===== src/hdl/inter_read_pkg.sv =====
`default_nettype none

package inter_read_pkg;

	// motion vector component, quarter-pel luma / eighth-pel chroma
	typedef logic signed [10:0] mv_t;

	// pixel coordinate before clipping
	typedef logic signed [11:0] coord_t;

	// 4-pixel word column
	typedef logic signed [9:0] word_t;

	// 0-15 luma, 18-21 cb, 22-25 cr
	typedef logic [4:0] blk_num_t;

	typedef logic [6:0] mb_pos_t;

	// word column [19:11], row [10:0]
	typedef logic [19:0] luma_addr_t;

	// cr flag [18], word column [17:10], row [9:0]
	typedef logic [18:0] chroma_addr_t;

	typedef logic [2:0] frac_t;

	localparam blk_num_t cb_first = 5'd18;
	localparam blk_num_t cr_first = 5'd22;

	localparam int luma_mb_size = 16;
	localparam int chroma_mb_size = 8;

	localparam int word_pixels = 4;
	localparam int word_shift = $clog2(word_pixels);

	// six-tap filter reach
	localparam int luma_taps_before = 2;
	localparam int luma_taps_after = 3;

	localparam int chroma_taps_after = 1;	// bilinear

endpackage

`default_nettype wire


===== src/hdl/fetch_window.sv =====
`default_nettype none

module fetch_window (
	input wire logic is_luma,
	input wire logic is_chroma,
	input wire logic big_block,
	input wire inter_read_pkg::mv_t mv_x,
	input wire inter_read_pkg::mv_t mv_y,
	input wire logic [3:0] off_x,
	input wire logic [3:0] off_y,
	input wire inter_read_pkg::mb_pos_t mb_x,
	input wire inter_read_pkg::mb_pos_t mb_y,
	output inter_read_pkg::frac_t frac_x,
	output inter_read_pkg::frac_t frac_y,
	output logic chroma_copy,
	output inter_read_pkg::word_t word_first,
	output inter_read_pkg::word_t word_last,
	output inter_read_pkg::coord_t row_first,
	output inter_read_pkg::coord_t row_last
);
	import inter_read_pkg::*;

	coord_t mb_size;
	coord_t blk_size;
	coord_t org_x;
	coord_t org_y;
	coord_t before_x;
	coord_t before_y;
	coord_t after_x;
	coord_t after_y;
	coord_t col_first;
	coord_t col_last;

	assign mb_size = is_luma ? coord_t'(luma_mb_size) : coord_t'(chroma_mb_size);
	assign blk_size = big_block ? coord_t'(8) : coord_t'(4);

	// integer part of the vector, floor for negatives
	assign org_x = coord_t'(mb_x) * mb_size + coord_t'(off_x)
		+ (is_luma ? coord_t'(mv_x >>> 2) : coord_t'(mv_x >>> 3));
	assign org_y = coord_t'(mb_y) * mb_size + coord_t'(off_y)
		+ (is_luma ? coord_t'(mv_y >>> 2) : coord_t'(mv_y >>> 3));

	assign frac_x = is_luma ? {1'b0, mv_x[1:0]} : (is_chroma ? mv_x[2:0] : 3'd0);
	assign frac_y = is_luma ? {1'b0, mv_y[1:0]} : (is_chroma ? mv_y[2:0] : 3'd0);

	assign chroma_copy = is_chroma && frac_x == 3'd0 && frac_y == 3'd0;

	always_comb begin
		before_x = '0;
		before_y = '0;
		after_x = '0;
		after_y = '0;
		if (is_luma) begin
			// each axis widens on its own fraction
			if (frac_x != 3'd0) begin
				before_x = coord_t'(luma_taps_before);
				after_x = coord_t'(luma_taps_after);
			end
			if (frac_y != 3'd0) begin
				before_y = coord_t'(luma_taps_before);
				after_y = coord_t'(luma_taps_after);
			end
		end else if (frac_x != 3'd0 || frac_y != 3'd0) begin
			after_x = coord_t'(chroma_taps_after);	// 5x5 for bilinear
			after_y = coord_t'(chroma_taps_after);
		end
	end

	assign col_first = org_x - before_x;
	assign col_last = org_x + blk_size - coord_t'(1) + after_x;

	assign word_first = word_t'(col_first >>> word_shift);
	assign word_last = word_t'(col_last >>> word_shift);

	assign row_first = org_y - before_y;
	assign row_last = org_y + blk_size - coord_t'(1) + after_y;

endmodule

`default_nettype wire


===== src/hdl/inter_read.sv =====
`default_nettype none

module inter_read (
	input wire logic clk,
	input wire logic reset_n,
	input wire logic trigger,
	input wire logic data_valid,
	input wire logic mb_is_inter,
	input wire logic mv_is16x16,
	input wire logic [3:0] mv_below8x8,
	input wire inter_read_pkg::blk_num_t blk_num,
	input wire inter_read_pkg::mv_t mvx [16],
	input wire inter_read_pkg::mv_t mvy [16],
	input wire inter_read_pkg::mb_pos_t mb_x,
	input wire inter_read_pkg::mb_pos_t mb_y,
	input wire inter_read_pkg::mb_pos_t pic_width_mbs_minus1,
	input wire inter_read_pkg::mb_pos_t pic_height_mbs_minus1,
	output logic luma_rd,
	output logic chroma_rd,
	output logic read_end,
	output logic chroma_copy,
	output inter_read_pkg::luma_addr_t luma_addr,
	output inter_read_pkg::chroma_addr_t chroma_addr,
	output inter_read_pkg::frac_t pos_frac_x,
	output inter_read_pkg::frac_t pos_frac_y
);
	import inter_read_pkg::*;

	logic is_luma;
	logic is_chroma;
	logic big_block;
	logic skip;
	logic is_cr;
	mv_t mv_x;
	mv_t mv_y;
	logic [3:0] off_x;
	logic [3:0] off_y;
	word_t word_first;
	word_t word_last;
	word_t cur_word;
	coord_t row_first;
	coord_t row_last;
	coord_t cur_row;

	assign is_cr = blk_num >= cr_first;

	mv_select u_mv_select (
		.blk_num(blk_num),
		.mb_is_inter(mb_is_inter),
		.mv_is16x16(mv_is16x16),
		.mv_below8x8(mv_below8x8),
		.mvx(mvx),
		.mvy(mvy),
		.is_luma(is_luma),
		.is_chroma(is_chroma),
		.big_block(big_block),
		.skip(skip),
		.mv_x(mv_x),
		.mv_y(mv_y),
		.off_x(off_x),
		.off_y(off_y)
	);

	fetch_window u_fetch_window (
		.is_luma(is_luma),
		.is_chroma(is_chroma),
		.big_block(big_block),
		.mv_x(mv_x),
		.mv_y(mv_y),
		.off_x(off_x),
		.off_y(off_y),
		.mb_x(mb_x),
		.mb_y(mb_y),
		.frac_x(pos_frac_x),
		.frac_y(pos_frac_y),
		.chroma_copy(chroma_copy),
		.word_first(word_first),
		.word_last(word_last),
		.row_first(row_first),
		.row_last(row_last)
	);

	preload_sequencer u_preload_sequencer (
		.clk(clk),
		.reset_n(reset_n),
		.trigger(trigger),
		.data_valid(data_valid),
		.is_luma(is_luma),
		.is_chroma(is_chroma),
		.skip(skip),
		.word_first(word_first),
		.word_last(word_last),
		.row_first(row_first),
		.row_last(row_last),
		.luma_rd(luma_rd),
		.chroma_rd(chroma_rd),
		.read_end(read_end),
		.cur_word(cur_word),
		.cur_row(cur_row)
	);

	ref_addr_clip u_ref_addr_clip (
		.cur_word(cur_word),
		.cur_row(cur_row),
		.is_luma(is_luma),
		.is_cr(is_cr),
		.pic_width_mbs_minus1(pic_width_mbs_minus1),
		.pic_height_mbs_minus1(pic_height_mbs_minus1),
		.luma_addr(luma_addr),
		.chroma_addr(chroma_addr)
	);

endmodule

`default_nettype wire


===== src/hdl/mv_select.sv =====
`default_nettype none

module mv_select (
	input wire inter_read_pkg::blk_num_t blk_num,
	input wire logic mb_is_inter,
	input wire logic mv_is16x16,
	input wire logic [3:0] mv_below8x8,
	input wire inter_read_pkg::mv_t mvx [16],
	input wire inter_read_pkg::mv_t mvy [16],
	output logic is_luma,
	output logic is_chroma,
	output logic big_block,
	output logic skip,
	output inter_read_pkg::mv_t mv_x,
	output inter_read_pkg::mv_t mv_y,
	output logic [3:0] off_x,
	output logic [3:0] off_y
);
	import inter_read_pkg::*;

	blk_num_t chroma_rel;
	logic [1:0] quad;
	logic below;
	logic [3:0] mv_idx;

	assign chroma_rel = blk_num - cb_first;

	assign is_luma = mb_is_inter && !blk_num[4];
	assign is_chroma = mb_is_inter && blk_num >= cb_first && blk_num <= cr_first + 5'd3;

	// cb and cr share the quadrant numbering
	assign quad = is_luma ? blk_num[3:2] : chroma_rel[1:0];

	assign below = mv_below8x8[quad] && !mv_is16x16;

	// one 8x8 fetch per quadrant, the other three blocks reuse it
	assign big_block = is_luma && !below;
	assign skip = big_block && blk_num[1:0] != 2'b00;

	always_comb begin
		if (mv_is16x16)
			mv_idx = 4'd0;
		else if (is_luma && below)
			mv_idx = blk_num[3:0];		// own sub-block vector
		else
			mv_idx = {quad, 2'b00};		// first vector of quadrant
	end

	always_comb begin
		if (is_luma || is_chroma) begin
			mv_x = mvx[mv_idx];
			mv_y = mvy[mv_idx];
		end else begin
			mv_x = '0;
			mv_y = '0;
		end
	end

	always_comb begin
		off_x = 4'd0;
		off_y = 4'd0;
		if (is_luma) begin
			off_x = {blk_num[2], blk_num[0] & below, 2'b00};
			off_y = {blk_num[3], blk_num[1] & below, 2'b00};
		end else if (is_chroma) begin
			off_x = {1'b0, quad[0], 2'b00};	// 8x8 chroma mb, 4x4 per quadrant
			off_y = {1'b0, quad[1], 2'b00};
		end
	end

endmodule

`default_nettype wire


===== src/hdl/preload_sequencer.sv =====
`default_nettype none

module preload_sequencer (
	input wire logic clk,
	input wire logic reset_n,
	input wire logic trigger,
	input wire logic data_valid,
	input wire logic is_luma,
	input wire logic is_chroma,
	input wire logic skip,
	input wire inter_read_pkg::word_t word_first,
	input wire inter_read_pkg::word_t word_last,
	input wire inter_read_pkg::coord_t row_first,
	input wire inter_read_pkg::coord_t row_last,
	output logic luma_rd,
	output logic chroma_rd,
	output logic read_end,
	output inter_read_pkg::word_t cur_word,
	output inter_read_pkg::coord_t cur_row
);
	import inter_read_pkg::*;

	logic busy;
	logic luma_blk;
	word_t word_start;
	word_t word_end;
	coord_t row_end;
	logic start;
	logic skip_hit;
	logic accept;
	logic row_done;
	logic blk_done;

	// triggers during a block are dropped
	assign start = trigger && !busy && (is_chroma || (is_luma && !skip));
	assign skip_hit = trigger && !busy && is_luma && skip;

	assign accept = busy && data_valid;
	assign row_done = cur_word == word_end;
	assign blk_done = row_done && cur_row == row_end;

	always_ff @(posedge clk) begin
		if (!reset_n) begin
			busy <= 1'b0;
			luma_blk <= 1'b0;
			cur_word <= '0;
			cur_row <= '0;
		end else if (start) begin
			busy <= 1'b1;
			luma_blk <= is_luma;
			cur_word <= word_first;
			cur_row <= row_first;
		end else if (accept) begin
			if (blk_done) begin
				busy <= 1'b0;				// position holds on last word
			end else if (row_done) begin
				cur_word <= word_start;
				cur_row <= cur_row + coord_t'(1);
			end else begin
				cur_word <= cur_word + word_t'(1);
			end
		end
	end

	// window limits of the block in flight
	always_ff @(posedge clk) begin
		if (start) begin
			word_start <= word_first;
			word_end <= word_last;
			row_end <= row_last;
		end
	end

	always_ff @(posedge clk) begin
		if (!reset_n)
			read_end <= 1'b0;
		else
			read_end <= skip_hit || (accept && blk_done);
	end

	assign luma_rd = busy && luma_blk;
	assign chroma_rd = busy && !luma_blk;

endmodule

`default_nettype wire


===== src/hdl/ref_addr_clip.sv =====
`default_nettype none

module ref_addr_clip (
	input wire inter_read_pkg::word_t cur_word,
	input wire inter_read_pkg::coord_t cur_row,
	input wire logic is_luma,
	input wire logic is_cr,
	input wire inter_read_pkg::mb_pos_t pic_width_mbs_minus1,
	input wire inter_read_pkg::mb_pos_t pic_height_mbs_minus1,
	output inter_read_pkg::luma_addr_t luma_addr,
	output inter_read_pkg::chroma_addr_t chroma_addr
);
	import inter_read_pkg::*;

	logic [12:0] width_mbs;
	logic [12:0] height_mbs;
	logic [12:0] mb_size;
	logic signed [12:0] pic_w;
	logic signed [12:0] pic_h;
	logic signed [12:0] x_max;
	logic signed [12:0] y_max;
	logic signed [12:0] x_pix;
	logic signed [12:0] y_pix;
	logic signed [12:0] x_clip;
	logic signed [12:0] y_clip;
	logic signed [12:0] x_word;

	assign width_mbs = 13'(pic_width_mbs_minus1) + 13'd1;
	assign height_mbs = 13'(pic_height_mbs_minus1) + 13'd1;

	// chroma plane is half size in both directions
	assign mb_size = is_luma ? 13'(luma_mb_size) : 13'(chroma_mb_size);
	assign pic_w = width_mbs * mb_size;
	assign pic_h = height_mbs * mb_size;

	assign x_max = pic_w - 13'(word_pixels);	// last whole word
	assign y_max = pic_h - 13'sd1;

	assign x_pix = 13'(cur_word) <<< word_shift;
	assign y_pix = 13'(cur_row);

	always_comb begin
		if (x_pix < 0)
			x_clip = '0;
		else if (x_pix > x_max)
			x_clip = x_max;
		else
			x_clip = x_pix;

		if (y_pix < 0)
			y_clip = '0;
		else if (y_pix > y_max)
			y_clip = y_max;
		else
			y_clip = y_pix;
	end

	assign x_word = x_clip >>> word_shift;

	assign luma_addr = is_luma ? {x_word[8:0], y_clip[10:0]} : '0;
	assign chroma_addr = is_luma ? '0 : {is_cr, x_word[7:0], y_clip[9:0]};

endmodule

`default_nettype wire


===== config.mk =====
export PLATFORM = sky130hd
export DESIGN_NAME = inter_read
export DESIGN_NICKNAME = d
export VERILOG_FILES = /design/src/hdl/inter_read_pkg.sv /design/src/hdl/fetch_window.sv /design/src/hdl/inter_read.sv /design/src/hdl/mv_select.sv /design/src/hdl/preload_sequencer.sv /design/src/hdl/ref_addr_clip.sv
export SDC_FILE = /design/constraint.sdc
export NUM_CORES = 1
export LEC_CHECK = 0
export BUFFER_PORTS_ARGS = -buffer_cell sky130_fd_sc_hd__buf_4
export CAP_MARGIN = 40
export CORE_UTILIZATION = 40
export CTS_CLUSTER_SIZE = 14
export DETAILED_ROUTE_END_ITERATION = 10
export GPL_ROUTABILITY_DRIVEN = 0
export GPL_TIMING_DRIVEN = 1
export HOLD_SLACK_MARGIN = 0.15
export PLACE_DENSITY = 0.79
export SYNTH_ARGS = -nofsm -noshare
export SYNTH_HDL_FRONTEND = slang
export SYNTH_SLANG_ARGS = --single-unit
export TNS_END_PERCENT = 100

===== constraint.sdc =====
create_clock -name clk -period 21.3 [get_ports clk]
set_clock_uncertainty 0.05 [all_clocks]
set_input_delay 2.13 -clock clk [delete_from_list [all_inputs] [get_ports clk]]
set_output_delay 2.13 -clock clk [all_outputs]
set_load 0.02 [all_outputs]

Word-level counts from Yosys, hierarchy flattened
Index checks and enable logic that the tools add are counted.
- register bits: 57
- word-level logic and storage cells: 138
- add/subtract/negate cells: 19
- $mul: 4
- $lt $le $gt $ge: 9
- equal/unequal tests: 3
- multiplexer cells: 52
- bitwise logic cells: 3
- reduce and logical (&&, ||, !) cells: 40
- operators with widths (operator ; count):
    $mux W11 ; 10
    $bmux W11 S4 ; 2
    $mux W12 ; 6
    $add A12 B12 Y12 ; 4
    $mux W10 ; 4
    $gt A12 B13 Y1 ; 2
    $mul A13 B13 Y13 ; 2
    $add A12 B5 Y12 ; 2
    $add A12 B9 Y12 ; 2
    $lt A12 B1 Y1 const B ; 2
    $mul A8 B12 Y12 ; 2
    $sub A12 B12 Y12 ; 2
    $sub A12 B2 Y12 const B ; 2
    $mux W20 ; 1
    $mux W4 ; 5
    $logic_and A1 B1 Y1 ; 19
    $mux W19 ; 1
    $mux W3 ; 6
    $add A7 B1 Y8 const B ; 2
    $mux W8 ; 2
    $ge A5 B5 Y1 const B ; 3
    $mux W2 ; 7
    $sub A13 B2 Y13 const B ; 1
    $sub A13 B4 Y13 const B ; 1
    other kinds (20) ; 40

Depth between registers and ports, before layout
Gate-level depths: netlist of run 1.
- word-level depth: 21
- depth in mapped cells: 32

Hierarchy
From an unflattened synthesis of run 1, not the netlist that was laid out.
- cell total of the unflattened synthesis: 1558
- area total of the unflattened synthesis: 12618.4 µm²
- by module, submodules not included (module ; times used ; cells each ; area an instance (µm²) ; seq. area each (µm²)):
    mv_select ; 1 ; 503 ; 3733.6 ; 0.0
    fetch_window ; 1 ; 463 ; 3723.6 ; 0.0
    preload_sequencer ; 1 ; 241 ; 2685.1 ; 1461.4
    ref_addr_clip ; 1 ; 349 ; 2464.9 ; 0.0
    inter_read ; 1 ; 2 ; 11.3 ; 0.0

Worst setup path after synthesis of run 1
Ideal clock, no wire load.
- kind: input port to output port
- start point: in blk_num[4]
- end point: out luma_addr[19]
- arrival time: 6754 ps
- path slack: 12366 ps
- stages: 23
- buffers on the path: 4
- path through: nand2b_1 buf_4 clkbuf_1 clkbuf_1 nand2_1 a31oi_1 inv_1 ha_1 ha_1 inv_1 fa_1 inv_1 a21oi_1 o21bai_1 a21o_1 a21oi_1 xnor2_1 ha_1 mux2_2 a211o_1 clkbuf_1 or2_2 a21oi_1
- cells in the longest elaborated chain, start to end: 9
- RTL lines (element ; RTL line ; text):
    from (decl) ; inter_read.sv:11 ; input wire inter_read_pkg::blk_num_t blk_num,
    $logic_not A1 Y1 * ; mv_select.sv:28 ; assign is_luma = mb_is_inter && !blk_num[4];
    $logic_and A1 B1 Y1 * ; mv_select.sv:28 ;
    $mux W5 ; ref_addr_clip.sv:32 ; assign mb_size = is_luma ? 13'(luma_mb_size) : 13'(chroma_mb_size);
    $mul A13 B13 Y13 ; ref_addr_clip.sv:33 ; assign pic_w = width_mbs * mb_size;
    $sub A13 B4 Y13 ; ref_addr_clip.sv:36 ; assign x_max = pic_w - 13'(word_pixels);
    $gt A12 B13 Y1 ; ref_addr_clip.sv:45 ; else if (x_pix > x_max)
    $mux W11 ; ref_addr_clip.sv:45 ;
    $mux W11 ; ref_addr_clip.sv:43 ; if (x_pix < 0)
    $mux W20 * ; ref_addr_clip.sv:60 ; assign luma_addr = is_luma ? {x_word[8:0], y_clip[10:0]} : '0;
    to (decl) ; inter_read.sv:22 ; output inter_read_pkg::luma_addr_t luma_addr,
Every way passes the cells marked *; elsewhere a longest branch is shown, timed or not.

Worst setup path after layout of run 1
- start point: in blk_num[4]
- end point: reg u_preload_sequencer.row_end[11], data pin
- cells in the longest elaborated chain, start to end: 21
- elaborated cells on any way between the ends: 47
- RTL lines (element ; RTL line ; text):
    branches (longest 20 deep; another with $mul A8 B12 Y12) ; - ;
    $add A12 B12 Y12 * ; fetch_window.sv:76 ; assign row_last = org_y + blk_size - coord_t'(1) + after_y;
    via row_last[11] ; inter_read.sv:42 ; coord_t row_last;
    to (signal assigned) ; preload_sequencer.sv:70 ; row_end <= row_last;
    to (decl) ; preload_sequencer.sv:27 ; coord_t row_end;
Mark *: on every way through the listed nets, which the timed path passes. The select of a mux whose other input is x is not followed.
A chain may end at the register's enable or synchronous reset.

==> results of run 1 <==
kinds of logic (layout without fill, tap and decap cells):
logic type	after synthesis	count (layout)	share of synthesized area, %
and+or+nand+nor	647	647	25.8
AOI/OAI and AO/OA	324	324	19.5
buffers and inverters	224	601	7.54
adders and majority gates	165	165	19.1
xor gates and xnor gates	108	108	8.24
muxes	77	77	7.02
DFF	57	57	12.7
other	1	14	0.0327
metrics by stage:
| step | instances | util (%) |
|---|---|---|
| after global routing | 2371 | 54.9 |
| after CTS | 2369 | 54.9 |
| after floorplan | 1614 | - |
| final | 2371 | 54.9 |
| after detailed placement | 2354 | 54.0 |
| after global placement | 2352 | 53.9 |
final cells by class:
type	count	area share, %
clock inverter	5	0.163
antenna	2	0.0326
tap	378	3.08
timing repair buffer	462	22.6
inverter	124	3.03
clock buffer	10	1.49
sequential	57	9.51
multi-input combinational	1333	60.1
metal layers:
layer | wire length, µm | GRT usage [%] | vias up
met5 | 10 | 0 | -
met4 | 1140 | 8.42 | 2
met3 | 3740 | 5.84 | 77
met2 | 19900 | 46.7 | 621
met1 | 17900 | 36.5 | 5997
li1 | - | - | 6408
worst max path at each step:
stage                                                end  slack, ns  cells past startpoint
2_1_floorplan                              luma_addr[19]      12.37                     23
3_3_place_gp   u_preload_sequencer.row_end[11]$_DFFE_PP_      11.25                     31
3_5_place_dp   u_preload_sequencer.row_end[11]$_DFFE_PP_      10.95                     30
4_1_cts        u_preload_sequencer.row_end[11]$_DFFE_PP_      11.28                     30
5_1_grt        u_preload_sequencer.row_end[11]$_DFFE_PP_      10.83                     31
6_report       u_preload_sequencer.row_end[11]$_DFFE_PP_      11.17                     30
flip-flops by register name (all words and copies together), names as in the netlist:
signal	count
u_preload_sequencer.cur_row	12
u_preload_sequencer.row_end	12
u_preload_sequencer.cur_word	10
u_preload_sequencer.word_end	10
u_preload_sequencer.word_start	10
u_preload_sequencer.busy	1
u_preload_sequencer.luma_blk	1
u_preload_sequencer.read_end	1
cells in the final DEF (no fill, tap or decap), types with 20 or more instances in the layout:
cell type / n
and3_1: 44
edfxtp_1: 32
nor2b_1: 21
o221ai_1: 20
mux2i_1: 58
a21o_1: 33
and2_1: 21
xor2_1: 32
a31oi_1: 20
ha_1: 146
o22ai_1: 26
buf_4: 460
a21oi_1: 72
nand2_1: 306
o21ai_0: 33
inv_1: 123
xnor2_1: 76
dfxtp_1: 25
a311oi_1: 37
nor2_1: 94
nand3_1: 83
worst register-to-register path, stage by stage (launching register included):
cell,delay [ns]
dfxtp_1,0.55
xor2_1,0.12
nor4_1,0.26
nand4_1,0.12
buf_4,0.23
nor4_1,0.53
nand3b_1,0.57
nor2_1,0.09
buf_4,0.22
and3_1,0.18
nand4_1,0.11
xnor2_1,0.07
o21ai_0,0.18
a21oi_1,0.06
power breakdown:
group          internal, mW  leakage (nW)  switching, mW  total [mW]
clock                0.0764         0.123         0.0461       0.122
sequential            0.156         0.498         0.0140       0.170
combinational         0.320          7.07          0.383       0.703
==> impl_metrics.env, run 1 <==
export IMPL_status="finished clean"
export IMPL_ant_nets=0
export IMPL_synth_cells=1603
export IMPL_synth_most_common_cell="nand2_1"
export IMPL_drive_gt1_share_pct=25.8
export IMPL_synth_top_area_share_pct=15.9
export IMPL_yosysWarnings=0
export IMPL_fin_nets=2546
export IMPL_slowest_delay_ns=0.69
export IMPL_critPathTopFamily="compound AO/OA/AOI/OAI gates"
export IMPL_cp_max_fo=73
export IMPL_grt_usage_pct=28.2
export IMPL_reg2reg_from="u_preload_sequencer.cur_word[2]$_SDFFE_PN0P_"
export IMPL_dpl_worst_slack_ns=10.95
export IMPL_fin_ws_ns=11.17
export IMPL_fin_crit_sh_pct=47.6
export IMPL_die_h_um=171
export IMPL_synthFlopType="edfxtp_1"
export IMPL_port_buffers=443
export IMPL_row_count=61
export IMPL_initial_core_util_pct=41.0
export IMPL_r2r_setup_slack_ns=17.82
export IMPL_drc=0
export IMPL_synthToLayoutAreaGrowth_pct=33.9
export IMPL_drv_cap=0
export IMPL_cts_root_buf="clkbuf_16"
export IMPL_synth_cell_type_count=72
export IMPL_crit_required_ns=21.30
export IMPL_finalPower_uw=995
export IMPL_worstReg2RegEnd="u_preload_sequencer.cur_row[11]$_SDFFE_PN0P_"
export IMPL_cts_inserted_buffers=9
export IMPL_crit_start="blk_num[4]"
export IMPL_ctsHoldBuffers=0
export IMPL_drt_first_pass_iters=7
export IMPL_synth_edf_count=32
export IMPL_critPathKind="primary input to register"
export IMPL_min_path_cells=2
export IMPL_ir_worst_vdd_mv=0.0447
export IMPL_core_area_um2=28000
export IMPL_synth_area_per_cell_um2=7.16
export IMPL_nFillCells=2634
export IMPL_netlist_top_cell_by_area="ha_1"
export IMPL_vias=13105
export IMPL_cts_resized=0
export IMPL_relSlewSlack_pct=42.4
export IMPL_crit_slowest_cell="buf_4"
export IMPL_grt_overflow=0
export IMPL_stdcell_area_um2=15400
export IMPL_p_per_area_nw_per_um2=64.7
export IMPL_finalMaxSlewViolations=0
export IMPL_setup_viol=0
export IMPL_drt_iter0_markers=955
export IMPL_syn_area_um2=11500
export IMPL_regArea_um2=1460
export IMPL_clk_latency_ns=0.33
export IMPL_finalSetupTns_ns=0
export IMPL_p_leak_nw=7.69
export IMPL_crit_path_end_kind="register"
export IMPL_tightestPinTransition_ns=0.864
export IMPL_finalHoldViolations=0
export IMPL_min_to="u_preload_sequencer.busy$_SDFFE_PN0P_"
export IMPL_critical_path_arrival_ns=10.14
export IMPL_max_freq_ghz=0.0987
export IMPL_cts_setup_buffers=0
export IMPL_finalWirelength_um=42700
export IMPL_avgViaCountPerCell=5.53
export IMPL_cts_tree="built"
export IMPL_grt_pass1_vias=12272
export IMPL_synthTopCellsByArea="ha_1, nand2_1, edfxtp_1"
export IMPL_min_from="u_preload_sequencer.busy$_SDFFE_PN0P_"
export IMPL_h_tree_depth=3
export IMPL_wl_per_cell_um=18.0
export IMPL_cts_buffer_depth=2
export IMPL_cts_sinks=57
export IMPL_die_w_um=171
export IMPL_start_kind="primary input"
export IMPL_clkSlewWorstSetupHoldPaths_ns=0.05
export IMPL_placed_cell_area_um2=15100
export IMPL_timing_hold_ws_ns=0.497
export IMPL_synth_common_cells="nand2_1, ha_1, inv_1, nor2_1, nand3_1"
export IMPL_io_pins=444
export IMPL_ys_ff_latch=57
export IMPL_rsz0062_at_grt="false"
export IMPL_die_area_um2=29400
export IMPL_place_hpwl_um=35100
export IMPL_hp_class="register to register"
export IMPL_multi_input_area_um2=9240
export IMPL_grt_max_degree=74
export IMPL_critical_path_buf_inv_count=5
export IMPL_synth_seq_area_share_pct=12.7
export IMPL_r2r_cells=13
export IMPL_antenna_found_initial=3
export IMPL_grt_pass1_wl_um=64800
export IMPL_fin_crit_ns=10.13
export IMPL_async_reset_ff_share_pct=0
Note: power is estimated with default switching activity, not from simulation.
==> inputs of run 2 (changes only) <==
- clock period: 21.3 -> 10.45 ns (I/O delays scaled with it)
==> impl_metrics.env, run 2 (same netlist as run 1, synthesis figures left out) <==
export IMPL_status="finished clean"
export IMPL_cts_inserted_buffers=9
export IMPL_crit_slowest_cell="o21ai_1"
export IMPL_tightestPinTransition_ns=0.880
export IMPL_hp_class="register to register"
export IMPL_drt_iter0_markers=998
export IMPL_row_count=61
export IMPL_clkSlewWorstSetupHoldPaths_ns=0.05
export IMPL_worstReg2RegEnd="u_preload_sequencer.cur_row[11]$_SDFFE_PN0P_"
export IMPL_finalWirelength_um=42800
export IMPL_cts_sinks=57
export IMPL_wl_per_cell_um=18.0
export IMPL_fin_crit_sh_pct=77.6
export IMPL_placed_cell_area_um2=15100
export IMPL_cts_tree="built"
export IMPL_ant_nets=0
export IMPL_timing_hold_ws_ns=0.555
export IMPL_die_h_um=171
export IMPL_crit_path_end_kind="register"
export IMPL_drc=0
export IMPL_crit_path_cell_trace="buf_4 -> a21oi_4 -> mux4_2 -> nor3_1 -> and2_2 -> buf_4 -> nand3_1 -> a32o_1 -> o21ai_1 -> mux2i_1 -> fa_1 -> ha_1 -> ha_1 -> xnor2_1 -> inv_1 -> ha_1 -> a21oi_1 -> o21bai_1 -> a21oi_1 -> mux2i_1 -> nand3_1 -> a211oi_1"
export IMPL_critical_path_buf_inv_count=3
export IMPL_min_to="u_preload_sequencer.luma_blk$_SDFFE_PN0P_"
export IMPL_crit_required_ns=10.56
export IMPL_r2r_cells=13
export IMPL_cp_common_cell="ha_1"
export IMPL_finalHoldViolations=0
export IMPL_pwr_share_clk_pct=13.6
export IMPL_clk_latency_ns=0.33
export IMPL_fin_nets=2544
export IMPL_slowest_delay_ns=0.70
export IMPL_stdcell_area_um2=15400
export IMPL_avgViaCountPerCell=5.59
export IMPL_min_path_cells=3
export IMPL_antenna_found_initial=2
export IMPL_ir_worst_vdd_mv=0.109
export IMPL_max_freq_ghz=0.123
export IMPL_pwr_share_seq_pct=16.8
export IMPL_cts_resized=0
export IMPL_drive_gt1_share_pct=25.7
export IMPL_drv_cap=0
export IMPL_critical_path_arrival_ns=8.22
export IMPL_port_buffers=443
export IMPL_setup_viol=0
export IMPL_switching_share_pct=43.9
export IMPL_power_switching_uw=903
export IMPL_grt_max_degree=63
export IMPL_p_leak_nw=7.70
export IMPL_min_from="u_preload_sequencer.luma_blk$_SDFFE_PN0P_"
export IMPL_die_w_um=171
export IMPL_p_per_area_nw_per_um2=134
export IMPL_core_area_um2=28000
export IMPL_cts_buffer_depth=2
export IMPL_drt_first_pass_iters=6
export IMPL_rsz0062_at_grt="false"
export IMPL_critPathTopFamily="compound AO/OA/AOI/OAI gates"
export IMPL_reg2reg_from="u_preload_sequencer.cur_word[2]$_SDFFE_PN0P_"
export IMPL_nFillCells=2589
export IMPL_grt_overflow=0
export IMPL_reg_top3="u_preload_sequencer.cur_row x12, u_preload_sequencer.row_end x12"
export IMPL_ctsHoldBuffers=0
export IMPL_place_hpwl_um=35500
export IMPL_finalSetupTns_ns=0
export IMPL_start_kind="primary input"
export IMPL_cts_root_buf="clkbuf_16"
export IMPL_finalMaxSlewViolations=0
export IMPL_cts_setup_buffers=0
export IMPL_initial_core_util_pct=41.0
export IMPL_io_pins=444
export IMPL_p_int_mw=1.15
export IMPL_r2r_setup_slack_ns=6.99
export IMPL_grt_pass1_vias=12123
export IMPL_most_common_layout_cells="buf_4, nand2_1, ha_1"
export IMPL_h_tree_depth=3
export IMPL_layout_commonest_cell="buf_4"
export IMPL_die_area_um2=29400
export IMPL_critPathKind="primary input to register"
export IMPL_synthToLayoutAreaGrowth_pct=34.2
export IMPL_vias=13251
export IMPL_cp_max_fo=39
export IMPL_fin_crit_ns=8.11
export IMPL_grt_pass1_wl_um=64400
export IMPL_grt_usage_pct=27.9
export IMPL_pwr_share_comb_pct=69.6
export IMPL_relSlewSlack_pct=40.9
[run 2: cell count changes in the layout (fill, tap and decap cells not counted)]
| cell | delta |
|---|---|
| clkinv_2 | -1 |
| buf_8 | -1 |
| buf_16 | +1 |
| buf_2 | -1 |
| clkinv_1 | -2 |
| buf_4 | -1 |
| clkbuf_1 | +3 |
| bufinv_16 | +1 |
[run 2: worst max-delay path by stage]
stage / startpoint / endpoint / slack (ns) / cells past startpoint
after floorplan: blk_num[4] / u_preload_sequencer.row_end[11]$_DFFE_PP_ / 2.80 / 29
final: blk_num[0] / u_preload_sequencer.word_end[8]$_DFFE_PP_ / 2.34 / 22
after global routing: blk_num[0] / u_preload_sequencer.word_end[8]$_DFFE_PP_ / 1.86 / 22
after CTS: blk_num[0] / u_preload_sequencer.word_end[8]$_DFFE_PP_ / 2.43 / 22
after global placement: mb_is_inter / u_preload_sequencer.row_end[11]$_DFFE_PP_ / 2.38 / 28
after detailed placement: blk_num[0] / u_preload_sequencer.word_end[8]$_DFFE_PP_ / 2.09 / 22
[run 2: through the flow]
| step | std cells | setup WS [ns] | util, % | total power, mW |
|---|---|---|---|---|
| floorplan | 1614 | 2.80 | - | 1.34 |
| global placement | 2350 | 2.38 | 53.8 | 1.71 |
| detailed placement | 2352 | 2.09 | 54.0 | 1.77 |
| CTS | 2368 | 2.43 | 55.0 | 2.05 |
| global route | 2370 | 1.86 | 55.0 | 2.22 |
| finish | 2370 | 2.34 | 55.0 | 2.06 |
[run 2: routing by layer]
layer	global-route usage, %	up-vias	wire, µm
li1	-	6406	-
met1	36.9	6152	18100
met2	46.8	635	20400
met3	4.67	58	3420
met4	7.18	0	873
met5	0	-	0
[run 2: tightest hold or removal path, cell delays in order, from the launching register on]
cell	delay, ns
dfxtp_1	0.35
nand2_1	0.05
o21ai_0	0.06
and2_1	0.11
[run 2: power groups by stage]
stage	registers, mW	clock network (mW)	logic [mW]
floorplan	0.338	0	1.00
global placement	0.348	0	1.37
detailed placement	0.349	0	1.42
CTS	0.345	0.285	1.42
global route	0.350	0.293	1.58
finish	0.345	0.281	1.43
[run 2: final cells by class]
type	instances	area, µm²	area share, %
sequential	57	1460	9.49
tap	378	473	3.07
inverter	124	465	3.02
clock buffer	13	240	1.56
clock inverter	3	42.5	0.276
multi-input combinational	1333	9240	60.0
timing repair buffer	460	3470	22.6
antenna	2	5.00	0.0325
==> inputs of run 3 (changes only) <==
- ABC_AREA: default -> 1
- PLACE_DENSITY: 0.79 -> 0.78
- clock period: 10.45 -> 7.6 ns (I/O delays scaled with it)
==> impl_metrics.env, run 3 <==
export IMPL_worstReg2RegEnd="u_preload_sequencer.cur_row[9]$_SDFFE_PN0P_"
export IMPL_netlist_top_cell_by_area="nand2_1"
export IMPL_finish_utilization_pct=54.6
export IMPL_synthTopCellsByArea="nand2_1, nand3_1, ha_1"
export IMPL_finalHoldViolations=0
export IMPL_cts_setup_buffers=0
export IMPL_synth_edf_count=32
export IMPL_drt_first_pass_iters=8
export IMPL_met3WireLength_um=4560
export IMPL_fin_ws_ns=0.659
export IMPL_m1WireLength_um=19400
export IMPL_crit_slowest_cell="buf_12"
export IMPL_stdcell_area_um2=15700
export IMPL_die_area_um2=29900
export IMPL_io_pins=444
export IMPL_synth_top_area_share_pct=16.9
export IMPL_critPathKind="primary input to register"
export IMPL_grt_pass1_vias=14135
export IMPL_ctsHoldBuffers=0
export IMPL_r2r_cells=14
export IMPL_cts_buffer_depth=2
export IMPL_finalSetupTns_ns=0
export IMPL_synth_cells=1906
export IMPL_synth_seq_area_share_pct=12.5
export IMPL_cts_root_buf="clkbuf_16"
export IMPL_critPathTopFamily="adder cells"
export IMPL_r2r_setup_slack_ns=4.41
export IMPL_fin_nets=2854
export IMPL_clkSlewWorstSetupHoldPaths_ns=0.05
export IMPL_critical_path_buf_inv_count=9
export IMPL_layout_commonest_cell="nand2_1"
export IMPL_cts_inserted_buffers=9
export IMPL_drive_gt1_share_pct=22.6
export IMPL_antenna_found_initial=4
export IMPL_cts_tree="built"
export IMPL_synth_area_per_cell_um2=6.12
export IMPL_p_per_area_nw_per_um2=182
export IMPL_grt_pass1_wl_um=72600
export IMPL_place_hpwl_um=38000
export IMPL_slowest_delay_ns=0.52
export IMPL_synth_most_common_cell="nand2_1"
export IMPL_hp_class="register to register"
export IMPL_drt_iter0_markers=1350
export IMPL_cp_max_fo=177
export IMPL_synth_simple_area_share_pct=41.5
export IMPL_fin_crit_ns=6.94
export IMPL_yosysWarnings=0
export IMPL_reg2reg_from="u_preload_sequencer.cur_word[9]$_SDFFE_PN0P_"
export IMPL_die_h_um=173
export IMPL_setup_viol=0
export IMPL_synthFlopType="edfxtp_1"
export IMPL_synth_cell_type_count=48
export IMPL_start_kind="primary input"
export IMPL_synth_common_cells="nand2_1, nand3_1, inv_1, ha_1, nor2_1"
export IMPL_core_area_um2=28700
export IMPL_wl_per_cell_um=17.3
export IMPL_syn_area_um2=11700
export IMPL_grt_usage_pct=30.3
export IMPL_finalMaxSlewViolations=0
export IMPL_vias=14679
export IMPL_cp_common_cell="inv_1"
export IMPL_cts_resized=0
export IMPL_h_tree_depth=3
export IMPL_grt_overflow=0
export IMPL_initial_core_util_pct=40.7
export IMPL_most_common_layout_cells="nand2_1, buf_4, nand3_1"
export IMPL_async_reset_ff_share_pct=0
export IMPL_critical_path_arrival_ns=6.96
export IMPL_synth_adder_area_share_pct=18.7
export IMPL_drc=0
export IMPL_crit_required_ns=7.62
export IMPL_relSlewSlack_pct=48.4
export IMPL_clk_latency_ns=0.32
export IMPL_dpl_worst_slack_ns=0.354
export IMPL_status="finished clean"
export IMPL_row_count=62
export IMPL_fin_crit_sh_pct=91.3
export IMPL_avgViaCountPerCell=5.46
export IMPL_rsz0062_at_grt="false"
export IMPL_ir_worst_vdd_mv=0.128
export IMPL_grt_max_degree=178
export IMPL_synth_top_family_by_area="simple AND/OR/NAND/NOR gates"
export IMPL_synth_mux_area_share_pct=0
export IMPL_tightestPinTransition_ns=0.774
export IMPL_port_buffers=443
export IMPL_ant_nets=0
export IMPL_placed_cell_area_um2=15300
export IMPL_crit_start="blk_num[4]"
export IMPL_cts_sinks=57
export IMPL_crit_path_end_kind="register"
export IMPL_wl_met2_um=21200
export IMPL_synth_xor_xnor_area_share_pct=7.40
export IMPL_endpoint="u_preload_sequencer.word_end[9]$_DFFE_PP_"
export IMPL_drv_cap=0
export IMPL_synthToLayoutAreaGrowth_pct=34.1
export IMPL_finalWirelength_um=46400
export IMPL_maxUsedRoutingLayer="met5"
export IMPL_cp_depth=35
export IMPL_reg_top3="u_preload_sequencer.cur_row x12, u_preload_sequencer.row_end x12"
export IMPL_max_freq_ghz=0.144
export IMPL_ys_ff_latch=57
export IMPL_die_w_um=173
export IMPL_p_leak_nw=8.21
export IMPL_synth_compound_area_share_pct=9.49
## run 3: cell types whose count changed after synthesis, sizes merged, moves of 44 or more
| cell | previous run | this run |
|---|---|---|
| nand2 | 307 | 529 |
| inv | 123 | 188 |
| o21ai | 35 | 82 |
| xnor2 | 76 | 31 |
| nand3 | 83 | 376 |
| and3 | 44 | 0 |
| mux2i | 58 | 0 |
## run 3: how the worst min path moves through the flow
| stage | startpoint | end | slack [ns] | depth (start not counted) |
|---|---|---|---|---|
| 2_1_floorplan | u_preload_sequencer.busy$_SDFFE_PN0P_ | u_preload_sequencer.busy$_SDFFE_PN0P_ | 0.43 | 2 |
| 3_3_place_gp | u_preload_sequencer.busy$_SDFFE_PN0P_ | u_preload_sequencer.busy$_SDFFE_PN0P_ | 0.45 | 2 |
| 3_5_place_dp | u_preload_sequencer.busy$_SDFFE_PN0P_ | u_preload_sequencer.busy$_SDFFE_PN0P_ | 0.47 | 2 |
| 4_1_cts | u_preload_sequencer.busy$_SDFFE_PN0P_ | u_preload_sequencer.busy$_SDFFE_PN0P_ | 0.48 | 2 |
| 5_1_grt | u_preload_sequencer.busy$_SDFFE_PN0P_ | u_preload_sequencer.busy$_SDFFE_PN0P_ | 0.50 | 2 |
| 6_report | u_preload_sequencer.busy$_SDFFE_PN0P_ | u_preload_sequencer.busy$_SDFFE_PN0P_ | 0.47 | 2 |
## run 3: layout make-up
type	instances	area [µm²]
Fill cell	2873	13000
Multi-Input combinational cell	1564	9070
Timing Repair Buffer	473	3590
Sequential cell	57	1460
Inverter	190	716
Tap cell	384	480
Clock buffer	9	225
Clock inverter	7	109
Antenna cell	3	7.51
## run 3: kinds of logic (layout without fill, tap and decap cells)
group,after synthesis,after routing
simple gates,1096,1096
buf+inv,296,679
compound gates,196,196
fa+ha+maj,164,164
xor+xnor,96,96
flops,57,57
other cells,1,15
## run 3: stage by stage
stage | total power, mW | cells | hold WS (ns)
floorplan | 1.78 | 1917 | 0.429
global placement | 2.32 | 2668 | 0.451
detailed placement | 2.38 | 2668 | 0.466
CTS | 2.84 | 2684 | 0.476
global route | 3.11 | 2686 | 0.504
finish | 2.85 | 2687 | 0.474
## run 3: worst reg2reg max path: cells and delay by family, from the launching register on
family	cells	cell delay, ns
DFF	1	0.44
and+or+nand+nor	7	1.20
AOI/OAI and AO/OA	3	0.50
buffers and inverters	4	0.91
## run 3: where the power goes
part	switching (mW)	internal [mW]	leakage, nW
clock network	0.134	0.316	0.167
logic	1.13	0.799	7.55
registers	0.0355	0.433	0.499
total	1.30	1.55	8.21
## run 3: per-layer routing
metal  vias up  global-route usage, %
met1      6640                   38.3
met4         4                   9.48
met2       775                   50.3
li1       7162                      -
met3        98                   7.81
met5         -                      0
